$ cat config.mk
export PLATFORM = sky130hd
export DESIGN_NAME = adpcm_sound
export DESIGN_NICKNAME = d
export VERILOG_FILES = /design/src/logic/adpcm_pkg.sv /design/src/logic/adpcm_host_regs.sv /design/src/logic/adpcm_mixer.sv /design/src/logic/adpcm_sound.sv /design/src/logic/adpcm_voice.sv
export SDC_FILE = /design/constraint.sdc
export NUM_CORES = 1
export LEC_CHECK = 0
export BUFFER_PORTS_ARGS = -buffer_cell sky130_fd_sc_hd__buf_2
export CAP_MARGIN = 15
export CORE_ASPECT_RATIO = 0.6
export CORE_MARGIN = 5
export CORE_UTILIZATION = 55
export DETAILED_ROUTE_END_ITERATION = 8
export PLACE_DENSITY = 0.74
export SKIP_LAST_GASP = 1
export SLEW_MARGIN = 20
export SYNTH_ARGS = -nofsm -noshare
export SYNTH_HDL_FRONTEND = slang
export SYNTH_SLANG_ARGS = --single-unit
$ cat constraint.sdc
create_clock -name clk -period 8.8 [get_ports clk]
set_input_delay 0.88 -clock clk [delete_from_list [all_inputs] [get_ports clk]]
set_output_delay 0.88 -clock clk [all_outputs]
set_load 0.05 [all_outputs]
$ cat src/logic/adpcm_pkg.sv
// ADPCM sound block shared types
// MSM5205 step table and index adjust rules used by RTL and testbench
`default_nettype none

package adpcm_pkg;

    typedef logic        [3:0]  adpcm_code_t;    // bit 3 sign, bits 2..0 magnitude
    typedef logic signed [11:0] voice_sample_t;  // one voice after clamping
    typedef logic signed [12:0] mix_sample_t;    // summed output
    typedef logic        [5:0]  step_index_t;    // 0..STEP_MAX
    typedef logic        [10:0] step_t;          // step value up to 1552
    typedef logic signed [4:0]  index_delta_t;   // -1..+8

    // per voice control as written by the host
    typedef struct packed {
        logic        hold;  // voice reset bit
        adpcm_code_t code;
    } voice_ctrl_t;

    localparam int STEP_MAX = 48;

    // MSM5205 step sizes, roughly 1.1x per entry
    localparam step_t STEP_TABLE [0:STEP_MAX] = '{
          16,   17,   19,   21,   23,   25,   28,   31,
          34,   37,   41,   45,   50,   55,   60,   66,
          73,   80,   88,   97,  107,  118,  130,  143,
         157,  173,  190,  209,  230,  253,  279,  307,
         337,  371,  408,  449,  494,  544,  598,  658,
         724,  796,  876,  963, 1060, 1166, 1282, 1411,
        1552
    };

    // step value for an index, saturates above the table
    function automatic step_t step_size(input step_index_t idx);
        step_t val;
        if (idx > step_index_t'(STEP_MAX)) begin
            val = STEP_TABLE[STEP_MAX];
        end else begin
            val = STEP_TABLE[idx];
        end
        return val;
    endfunction

    // index change from code magnitude
    function automatic index_delta_t index_adjust(input logic [2:0] mag);
        index_delta_t adj;
        case (mag)
            3'd4:    adj = 5'sd2;
            3'd5:    adj = 5'sd4;
            3'd6:    adj = 5'sd6;
            3'd7:    adj = 5'sd8;
            default: adj = -5'sd1; // small codes shrink the step
        endcase
        return adj;
    endfunction

endpackage

`default_nettype wire

$ cat src/logic/adpcm_host_regs.sv
// host register block for the ADPCM voices
// holds code and hold bit per voice, raises int_n on voice 0 samples
`default_nettype none

module adpcm_host_regs
    import adpcm_pkg::*;
#(
    parameter int NUM_CH = 2
) (
    input  wire                      clk,
    input  wire                      rst,
    input  wire                      io_wr,      // one cycle write strobe
    input  wire  [2:0]               io_addr,
    input  wire  [7:0]               io_wdata,
    input  wire                      int_ack,    // host acknowledge
    input  wire                      irq_tick,   // voice 0 sample tick
    output voice_ctrl_t [NUM_CH-1:0] voice_ctrl,
    output logic                     int_n
);

    logic last_tick; // previous irq_tick
    logic tick_rise;

    assign tick_rise = irq_tick && !last_tick;

    // control registers, one per voice
    always_ff @(posedge clk or posedge rst) begin
        if (rst) begin
            voice_ctrl <= '0; // all voices running, code 0
        end else if (io_wr) begin
            for (int k = 0; k < NUM_CH; k++) begin
                if (io_addr == 3'(k)) begin
                    voice_ctrl[k].hold <= io_wdata[7];
                    voice_ctrl[k].code <= io_wdata[3:0];
                end
            end
            // addresses at or above NUM_CH fall through
        end
    end

    // interrupt request from voice 0
    always_ff @(posedge clk or posedge rst) begin
        if (rst) begin
            last_tick <= 1'b0;
            int_n     <= 1'b1;
        end else begin
            last_tick <= irq_tick;
            if (int_ack) begin
                int_n <= 1'b1;
            end
            if (tick_rise) begin
                int_n <= 1'b0; // new request beats a same cycle ack
            end
        end
    end

    // an ack with no new request releases the line on the next edge
    ack_releases_int: assert property (
        @(posedge clk) disable iff (rst)
        int_ack && !tick_rise |=> int_n
    ) else $error("int_n still low after int_ack");

endmodule

`default_nettype wire

$ cat src/logic/adpcm_mixer.sv
// voice mixer
// sums all voices on the sample tick and clamps to 13 bits
`default_nettype none

module adpcm_mixer
    import adpcm_pkg::*;
#(
    parameter int NUM_CH = 2
) (
    input  wire                        clk,
    input  wire                        rst,
    input  wire                        tick,    // voice 0 sample moment
    input  voice_sample_t [NUM_CH-1:0] voices,
    output mix_sample_t                snd,
    output logic                       sample   // one cycle after tick
);

    localparam int SW = 12 + $clog2(NUM_CH + 1); // room for the full sum

    localparam logic signed [SW-1:0] MIX_MAX = 4095;
    localparam logic signed [SW-1:0] MIX_MIN = -4096;

    logic signed [SW-1:0] acc;
    mix_sample_t          mix_clamped;

    always_comb begin
        acc = '0;
        for (int i = 0; i < NUM_CH; i++) begin
            acc = acc + {{(SW-12){voices[i][11]}}, voices[i]}; // sign extend
        end
        if (acc > MIX_MAX) begin
            mix_clamped = 13'sd4095;
        end else if (acc < MIX_MIN) begin
            mix_clamped = -13'sd4096;
        end else begin
            mix_clamped = acc[12:0];
        end
    end

    always_ff @(posedge clk or posedge rst) begin
        if (rst) begin
            snd    <= '0;
            sample <= 1'b0;
        end else begin
            sample <= tick;
            if (tick) begin
                snd <= mix_clamped; // voices already hold the new samples
            end
        end
    end

    strobe_follows_tick: assert property (
        @(posedge clk) disable iff (rst)
        sample |-> $past(tick)
    ) else $error("sample strobe without tick");

endmodule

`default_nettype wire

$ cat src/logic/adpcm_sound.sv
// dual voice ADPCM sound top level
// host registers, NUM_CH decoder voices and the output mixer
`default_nettype none

module adpcm_sound
    import adpcm_pkg::*;
#(
    parameter int NUM_CH     = 2,   // 1..7
    parameter int SAMPLE_DIV = 48   // 384 kHz / 8 kHz
) (
    input  wire         clk,
    input  wire         rst,
    input  wire         cen384,     // 384 kHz enable
    input  wire         io_wr,
    input  wire  [2:0]  io_addr,
    input  wire  [7:0]  io_wdata,
    input  wire         int_ack,
    output logic        int_n,
    output mix_sample_t snd,
    output logic        sample
);

    voice_ctrl_t   [NUM_CH-1:0] voice_ctrl;
    voice_sample_t [NUM_CH-1:0] voice_snd;
    logic          [NUM_CH-1:0] voice_tick;

    adpcm_host_regs #(
        .NUM_CH     (NUM_CH)
    ) host_regs_inst (
        .clk        (clk),
        .rst        (rst),
        .io_wr      (io_wr),
        .io_addr    (io_addr),
        .io_wdata   (io_wdata),
        .int_ack    (int_ack),
        .irq_tick   (voice_tick[0]),  // interrupt follows voice 0
        .voice_ctrl (voice_ctrl),
        .int_n      (int_n)
    );

    // voices share cen384 so their dividers run in step
    for (genvar i = 0; i < NUM_CH; i++) begin : gen_voice
        adpcm_voice #(
            .SAMPLE_DIV (SAMPLE_DIV)
        ) voice_inst (
            .clk    (clk),
            .rst    (rst),
            .cen    (cen384),
            .ctrl   (voice_ctrl[i]),
            .sound  (voice_snd[i]),
            .tick   (voice_tick[i])
        );
    end

    adpcm_mixer #(
        .NUM_CH (NUM_CH)
    ) mixer_inst (
        .clk    (clk),
        .rst    (rst),
        .tick   (voice_tick[0]), // voice 0 marks the sample moment
        .voices (voice_snd),
        .snd    (snd),
        .sample (sample)
    );

endmodule

`default_nettype wire

$ cat src/logic/adpcm_voice.sv
// one MSM5205 style ADPCM decoder voice
// sample divider on the 384 kHz enable, step index and clamped accumulator
`default_nettype none

module adpcm_voice
    import adpcm_pkg::*;
#(
    parameter int SAMPLE_DIV = 48 // enables per sample
) (
    input  wire           clk,
    input  wire           rst,
    input  wire           cen,    // 384 kHz enable
    input  voice_ctrl_t   ctrl,
    output voice_sample_t sound,
    output logic          tick    // high for the decode cycle
);

    localparam int CW = $clog2(SAMPLE_DIV + 1);

    localparam logic signed [13:0] ACC_MAX = 14'sd2047;
    localparam logic signed [13:0] ACC_MIN = -14'sd2048;

    logic [CW-1:0]      div_cnt;      // counts enables in one sample
    logic               sample_now;   // last enable of the period
    step_index_t        index;
    step_t              step;
    logic [11:0]        delta;        // up to 2910
    logic signed [13:0] sound_ext;
    logic signed [13:0] delta_ext;
    logic signed [13:0] acc_next;
    voice_sample_t      sound_next;
    logic signed [6:0]  index_next;
    step_index_t        index_clamped;

    assign sample_now = cen && (div_cnt == CW'(SAMPLE_DIV - 1));
    assign step       = step_size(index);

    // delta from magnitude bits
    always_comb begin
        delta = 12'(step >> 3); // always step/8
        if (ctrl.code[0]) begin
            delta = delta + 12'(step >> 2);
        end
        if (ctrl.code[1]) begin
            delta = delta + 12'(step >> 1);
        end
        if (ctrl.code[2]) begin
            delta = delta + 12'(step);
        end
    end

    // accumulator update with 12 bit saturation
    always_comb begin
        sound_ext = {{2{sound[11]}}, sound};
        delta_ext = {2'b00, delta};
        if (ctrl.code[3]) begin
            acc_next = sound_ext - delta_ext; // negative code
        end else begin
            acc_next = sound_ext + delta_ext;
        end
        if (acc_next > ACC_MAX) begin
            sound_next = 12'sd2047;
        end else if (acc_next < ACC_MIN) begin
            sound_next = -12'sd2048;
        end else begin
            sound_next = acc_next[11:0];
        end
    end

    // step index walk, kept inside the table
    always_comb begin
        index_next = $signed({1'b0, index}) + 7'(index_adjust(ctrl.code[2:0]));
        if (index_next < 7'sd0) begin
            index_clamped = '0;
        end else if (index_next > STEP_MAX) begin
            index_clamped = step_index_t'(STEP_MAX);
        end else begin
            index_clamped = index_next[5:0];
        end
    end

    always_ff @(posedge clk or posedge rst) begin
        if (rst) begin
            div_cnt <= '0;
            index   <= '0;
            sound   <= '0;
            tick    <= 1'b0;
        end else if (ctrl.hold) begin
            div_cnt <= '0; // held voice restarts its period on release
            index   <= '0;
            sound   <= '0;
            tick    <= 1'b0;
        end else begin
            tick <= sample_now;
            if (cen) begin
                div_cnt <= sample_now ? '0 : div_cnt + 1'b1;
            end
            if (sample_now) begin
                sound <= sound_next;
                index <= index_clamped;
            end
        end
    end

    index_in_table: assert property (
        @(posedge clk) disable iff (rst)
        index <= step_index_t'(STEP_MAX)
    ) else $error("step index beyond table");

    // hold seen on an edge keeps the next cycle free of ticks
    no_tick_in_hold: assert property (
        @(posedge clk) disable iff (rst)
        ctrl.hold |=> !tick
    ) else $error("tick while voice held");

endmodule

`default_nettype wire

### After elaboration in Yosys (flattened, before gate mapping)

Memory sizes are Yosys's and may differ from the RTL's.
Index checks and enable logic that the tools add are counted.

| operators by class | value |
|---|---|
| add/subtract/negate cells | 15 |
| $mul | 0 |
| div/mod/pow operators | 0 |
| magnitude comparators | 14 |
| equality and inequality tests | 11 |
| shift operators | 0 |
| mux-type cells | 43 |
| bitwise operators | 2 |
| reductions and logical operators | 12 |

Operators by type and width:

| operator | number |
|---|---|
| 12-bit 2-to-1 mux | 12 |
| 6-bit 2-to-1 mux | 14 |
| 11-bit 2-to-1 mux | 6 |
| 5-bit one-hot mux with 4 select lines | 2 |
| 12-bit by 13-bit adder with 14-bit output | 2 |
| 14-bit by 12-bit > comparator with 1-bit output (second input constant) | 2 |
| 14-bit by 12-bit < comparator with 1-bit output (second input constant) | 2 |
| 14-bit 2-to-1 mux | 2 |
| 12-bit by 13-bit subtractor with 14-bit output | 2 |
| 13-bit 2-to-1 mux | 2 |
| 12-bit by 10-bit adder with 12-bit output | 2 |
| 12-bit by 11-bit adder with 12-bit output | 2 |
| 3-bit equality test (second input constant) | 8 |
| 8-bit by 9-bit adder with 10-bit output | 2 |
| 10-bit 2-to-1 mux | 2 |
| 7-bit by 5-bit adder with 7-bit output | 2 |
| 7-bit greater-or-equal comparator (second input constant) | 2 |
| 14-bit by 13-bit > comparator with 1-bit output (second input constant) | 1 |
| 7-bit > comparator (second input constant) | 2 |
| 14-bit by 13-bit < comparator with 1-bit output (second input constant) | 1 |
| 7-bit by 1-bit < comparator with 1-bit output (second input constant) | 2 |
| 6-bit inverter with 7-bit output | 2 |
| 12-bit by 12-bit adder with 13-bit output | 1 |
| 6-bit by 1-bit adder with 6-bit output (second input constant) | 2 |
| 9 further kinds | 20 |

| word-level totals | value |
|---|---|
| flip-flop bits (word level) | 74 |
| bits in latches | 0 |
| RAM bits | 0 |
| bits in read-only memories | 1408 |
| input port bits | 16 |
| output and inout bits | 15 |
| word-level logic and storage cells | 113 |
| memories kept | 2 |

Memories:

| memory | depth | width | read ports | clocked after memory_dff | write ports | line | RTL |
|---|---|---|---|---|---|---|---|
| (name not given) | 64 | 11 | 1 | 0 | 0 | adpcm_pkg.sv:39 | `val = STEP_TABLE[idx];` |
| (name not given) | 64 | 11 | 1 | 0 | 0 | adpcm_pkg.sv:39 |  |

### Logic depth before layout (Yosys ltp)

| depth | value |
|---|---|
| word-level depth | 18 |
| mapped depth | 45 |
| mapped depth without buffers | 41 |

### By module

From an unflattened synthesis, not the netlist that was laid out.

| second synthesis, totals | value |
|---|---|
| cell total of the unflattened synthesis | 1572 |
| area total of the unflattened synthesis | 12351.8 um^2 |

Modules (own cells, without submodules):

| module | times used | cells each | area an instance (um^2) | sequential area each (um^2) |
|---|---|---|---|---|
| adpcm_voice (gen_voice[1].voice_inst) | 1 | 735 | 5451.5 | 625.6 |
| adpcm_voice (gen_voice[0].voice_inst) | 1 | 696 | 5312.6 | 625.6 |
| adpcm_mixer | 1 | 113 | 1121.1 | 350.3 |
| adpcm_host_regs | 1 | 28 | 466.7 | 301.5 |

### Least setup slack after synthesis

OpenSTA, ideal clock, no wires.

| timing | value |
|---|---|
| path type | register to register |
| start | reg gen_voice[0].voice_inst.index[0] |
| end | reg gen_voice[0].voice_inst.sound[3] |
| library setup time | 126 ps |
| arrival time | 8776 ps |
| required time | 8674 ps |
| slack | -102 ps |
| stages on the path, launching flop included | 42 |
| buffers on the path | 3 |
| clock period less this slack | 8902 ps |
| cells stage by stage | dfrtp_1 clkbuf_1 inv_1 ha_1 nor2_1 a2111oi_0 a21oi_1 o21ai_0 ha_1 ha_1 buf_1 o21ba_2 and3_1 o41ai_1 xnor2_1 mux2i_1 ha_1 a21o_1 (+6 left out) nor2b_1 or2_2 nand2_1 o41ai_1 o31ai_1 o21ai_0 xor2_1 ha_1 or3_1 o21ai_0 a21oi_1 a21o_1 a21oi_1 xnor2_1 xnor2_2 a21oi_2 buf_4 a221o_1 |

| between the ends | value |
|---|---|
| longest elaborated chain between the ends | 18 |
| elaborated cells between the ends (all ways) | 21 |
| those cells by class | add/sub (5); order compare (3); mux (11); bitwise (1); memory (1) |

RTL lines:

| item | line | RTL |
|---|---|---|
| from (decl) | adpcm_voice.sv:25 | `step_index_t index;` |
| from (signal assigned) | adpcm_voice.sv:100 | `index <= index_clamped;` |
| from (signal assigned) | adpcm_voice.sv:107 | `index <= step_index_t'(STEP_MAX)` |
| 6-bit inverter with 7-bit output (implied by the code) | adpcm_pkg.sv:39 |  |
| memory 64 x 11 bit | - |  |
| 11-bit 2-to-1 mux (implied by the code) (2 in series) | adpcm_pkg.sv:39 |  |
| 11-bit 2-to-1 mux (*) | adpcm_pkg.sv:36 | `if (idx > step_index_t'(STEP_MAX)) begin` |
| 8-bit by 9-bit adder with 10-bit output | adpcm_voice.sv:42 | `delta = delta + 12'(step >> 2);` |
| 10-bit 2-to-1 mux | adpcm_voice.sv:41 | `if (ctrl.code[0]) begin` |
| 12-bit by 10-bit adder with 12-bit output | adpcm_voice.sv:45 | `delta = delta + 12'(step >> 1);` |
| 12-bit 2-to-1 mux | adpcm_voice.sv:44 | `if (ctrl.code[1]) begin` |
| 12-bit by 11-bit adder with 12-bit output | adpcm_voice.sv:48 | `delta = delta + 12'(step);` |
| 12-bit 2-to-1 mux (*) | adpcm_voice.sv:47 | `if (ctrl.code[2]) begin` |
| 12-bit by 13-bit adder with 14-bit output / 12-bit by 13-bit subtractor with 14-bit output (equally long branches) | adpcm_voice.sv:59, adpcm_voice.sv:57 |  |
| 14-bit 2-to-1 mux (*) | adpcm_voice.sv:56 | `if (ctrl.code[3]) begin` |
| 14-bit by 12-bit < comparator with 1-bit output | adpcm_voice.sv:63 | `end else if (acc_next < ACC_MIN) begin` |
| 12-bit 2-to-1 mux | adpcm_voice.sv:63 |  |
| 12-bit 2-to-1 mux (*) | adpcm_voice.sv:61 | `if (acc_next > ACC_MAX) begin` |
| 12-bit 2-to-1 mux (*) | adpcm_voice.sv:98 | `if (sample_now) begin` |
| 12-bit 2-to-1 mux (*) | adpcm_voice.sv:88 | `end else if (ctrl.hold) begin` |
| to (signal assigned) | adpcm_voice.sv:99 | `sound <= sound_next;` |
| to (decl) | adpcm_voice.sv:14 | `output voice_sample_t sound,` |

Every way passes the cells marked *; elsewhere a longest branch is shown, timed or not. The select of a mux whose other input is x is not followed.
A chain may end at the register's enable or synchronous reset.

### Worst setup path in the final report

| timing | value |
|---|---|
| start | reg gen_voice[0].voice_inst.index[0] |
| end | reg gen_voice[0].voice_inst.sound[7] |

The elaborated chain is that of the path after synthesis.

==> summary.md <==
| Metric | Value |
|---|---|
| Status | `complete, no violations` |
| Non-filler cells, final | `1,790` |
| Die area | `0.0241 sq mm` |
| Worst-path fanout max | `13` |
| Worst vdd ir | `about 0.00012 V` |
| GPL Wtd Cong | `between 0.9 and 1` |
| Slew @ Worst Pin | `0.966 ns` |
| Remaining routing DRC violations | `0` |
| Vias in the first global route | `around 10k` |
| Iter 0 DRT Violations | `1,165` |
| Worst hold path class | `flop to flop` |
| Starting Density | `55.5%` |
| Critical R2R Launch | `gen_voice[0].voice_inst.index[0]` |
| Yosys top cell area share | `15.8%` |
| Post-synth net total | `between 1.5k and 2k` |
| Total track usage | `between 20% and 30%` |
| Worst setup EP type | `flop` |
| CTS tree | `done` |
| Syn_area_per_cell | `roughly 8.0 sq um` |
| Fin crit period | `around 8.5 ns` |
| CTS Buf Count | `9` |
| Final period utilization | `between 90% and 100%` |
| Fillers | `between 1.5k and 2k` |
| Chip height | `122 um` |
| IO Pins | `31` |
| Clk Latency, worst-skew pair | `0.34 ns` |
| CTS H-tree lvls | `3` |
| DRT Pass-1 Iters | `6` |
| Top FF cell, synth | `dfrtp_1` |
| CP max stage delay | `between 0.5 and 0.6 ns` |
| Async set-reset flop share out of synthesis | `100%` |
| Cell taking the most area after synthesis | `dfrtp_1` |
| Post-CTS Hold Buffers | `0` |
| Row cnt | `just over 40` |
| Vias per std cell | `around 6.4` |
| RR Endpoint | `gen_voice[0].voice_inst.sound[7]` |
| Synth unique cells | `120` |
| Final-stage net count | `1,651` |
| Netlist Area Pre-Place | `0.0116 sq mm` |
| Largest cells by area after synthesis | `dfrtp_1 16%, ha_1 13%, a21oi_1 4.7%, xnor2_1 4.3%, nor2_1 4.0%` |
| Clock root buffer | `clkbuf_16` |
| Clk sinks | `74` |
| Data arrival, critical path | `8.75 ns` |
| Relative slew slack | `35.5%` |
| Layout cells sized above 1 | `just under 20%` |
| Top post-synthesis cells by count | `123 x nor2_1, 120 x ha_1, 119 x nand2_1` |
| Final setup fails | `0` |
| R2R Setup Slk | `between 0.2 and 0.3 ns` |
| Max-Cap Viols | `0` |
| Worst Path Required | `about 9 ns` |
| Cell repeated most along the worst path | `buf_4` |
| Die X-Extent | `between 150 and 200 um` |
| Crit path launch | `gen_voice[0].voice_inst.index[0]` |
| Number of enable flip-flop cells after synthesis | `0` |
| Post-synthesis sequential area ratio | `between 15 and 20%` |
| Slew Limit Fails | `0` |
| Ys Warns | `0` |
| Most common cell in the netlist | `nor2_1` |
| Per-cell routed wire length | `approximately 18 um` |
| Final TNS setup | `0 ns` |
| CP max-delay cell | `mux4_2` |
| Area Growth Syn to Fin | `13.1%` |
| CORE AREA | `between 0.02 and 0.025 sq mm` |
| Max Clock Freq | `about 120 MHz` |
| Post-route ant nets | `0` |
| Worst clock skew | `0.00791 ns` |
| Final hold vios | `0` |
| Critical path class | `flop to flop` |
| First-pass GRT wire length | `approximately 53,000 um` |
| Initial antenna violation count | `1` |
| Overflow after GRT | `0` |
| Placed insts | `about 1.8k` |
| Diodes inserted | `0` |
| Pwr dens | `between 100 and 150 mW/mm^2` |
| Port Buffers | `27` |
| Vias post-DR | `11.5k` |
| Largest net degree at the start of global routing | `75` |
| Setup crit end | `gen_voice[0].voice_inst.sound[7]` |
| Leak Pwr | `roughly 5.9 nW` |
| WL final | `about 33,000 um` |
| Hpwl dp | `25,700 um` |
| Clk buf depth | `2` |
| Worst-path clk slew | `about 0.06 ns` |
| Critical Path Source Type | `flop` |
| Yosys reg bits | `between 70 and 80` |
| Reg2Reg Depth | `40` |
| Synth Instances | `between 1k and 1.5k` |
## metal layers
metal	part of all wire, %	GRT usage, %
met2	38	35.2
met4	0.85	3.25
met1	51	43.1
met3	9.9	6.64
met5	0.040	0
## registers in the layout, indices dropped and copies added, names as in the netlist
register and flops:
gen_voice.voice_inst.div_cnt 12, gen_voice.voice_inst.index 12, gen_voice.voice_inst.sound 24, gen_voice.voice_inst.tick 1, host_regs_inst.int_n 1, host_regs_inst.voice_ctrl 10
mixer_inst.sample 1, mixer_inst.snd 13
## report_power, final
| part | internal [mW] | switching (mW) | leakage, nW | total, mW |
|---|---|---|---|---|
| clock network | 0.278 | 0.145 | 0.163 | 0.423 |
| logic | 0.255 | 0.357 | 4.70 | 0.612 |
| registers | 0.355 | 0.0528 | 1.00 | 0.408 |
## per-stage QoR
step                util, %  cell area, sq um  power (mW)  setup slack (ns)  hold WS [ns]
finish                 62.8             13100        1.44             0.265         0.479
global route           62.8             13100        1.54            -0.139         0.514
CTS                    60.6             12600        1.42            0.0276         0.485
detailed placement     59.0             12300       0.988          -0.00223         0.476
global placement       59.0             12300       0.967             0.284         0.463
floorplan                 -             11600       0.858            0.0754         0.352
## cells by family (layout without fill, tap and decap cells)
family / after synthesis / in the layout / share of synthesized area [%]
multiplexers: 51 / 51 / 4.78
XOR/XNOR: 96 / 96 / 7.58
adder cells (fa/ha/maj): 129 / 129 / 14.5
AO/OA/AOI/OAI: 472 / 472 / 30.6
AND/OR/NAND/NOR: 464 / 464 / 20.7
flip-flops: 74 / 74 / 16.0
buffers and inverters: 159 / 225 / 5.80
## repair_timing
action	in CTS	in global routing
resized for setup	1	69
pin swaps	0	39
buffers inserted	0	23
setup endpoints to repair	9	24
## critical path: cells and delay by family (launching register included)
kind | cells | cell delay (ns)
buffers and inverters | 7 | 1.11
DFF | 1 | 0.39
muxes | 3 | 0.99
adders and majority gates | 6 | 1.77
and+or+nand+nor | 8 | 1.38
xor gates and xnor gates | 4 | 0.64
AOI/OAI and AO/OA | 12 | 2.13
## worst min path at each step
stage / from / end / slack, ns / cells after the start
after CTS: mixer_inst.sample / host_regs_inst.int_n / 0.49 / 2
after detailed placement: mixer_inst.sample / host_regs_inst.int_n / 0.48 / 2
after global routing: mixer_inst.sample / host_regs_inst.int_n / 0.51 / 2
after global placement: mixer_inst.sample / host_regs_inst.int_n / 0.46 / 2
final: mixer_inst.sample / host_regs_inst.int_n / 0.48 / 2
after floorplan: gen_voice[0].voice_inst.tick / mixer_inst.sample / 0.35 / 0
## layout make-up
class / count / area [sq um] / area share (%)
Timing Repair Buffer: 123 / 872 / 6.67
Tap cell: 279 / 349 / 2.67
Clock buffer: 10 / 229 / 1.75
Clock inverter: 6 / 115 / 0.880
Inverter: 86 / 324 / 2.48
Sequential cell: 74 / 1860 / 14.2
Multi-Input combinational cell: 1212 / 9330 / 71.3
## placed cells by master (no fill, tap or decap), types with 13 or more instances in the layout
master,instances
o21ai_1,18
ha_1,109
a21oi_1,103
nand3_1,24
mux2_2,21
nand2_1,119
o21bai_1,18
dfrtp_1,68
a31oi_1,22
or3_1,14
nor2_1,118
a22o_1,15
mux2i_1,25
o21ai_0,63
buf_2,27
a221o_1,13
xor2_1,35
inv_1,75
xnor2_1,56
and2_1,19
nor2b_1,20
nand2b_1,27
buf_4,94
nor3_1,33
a21o_1,31
Note: power is estimated with default switching activity, not from simulation.
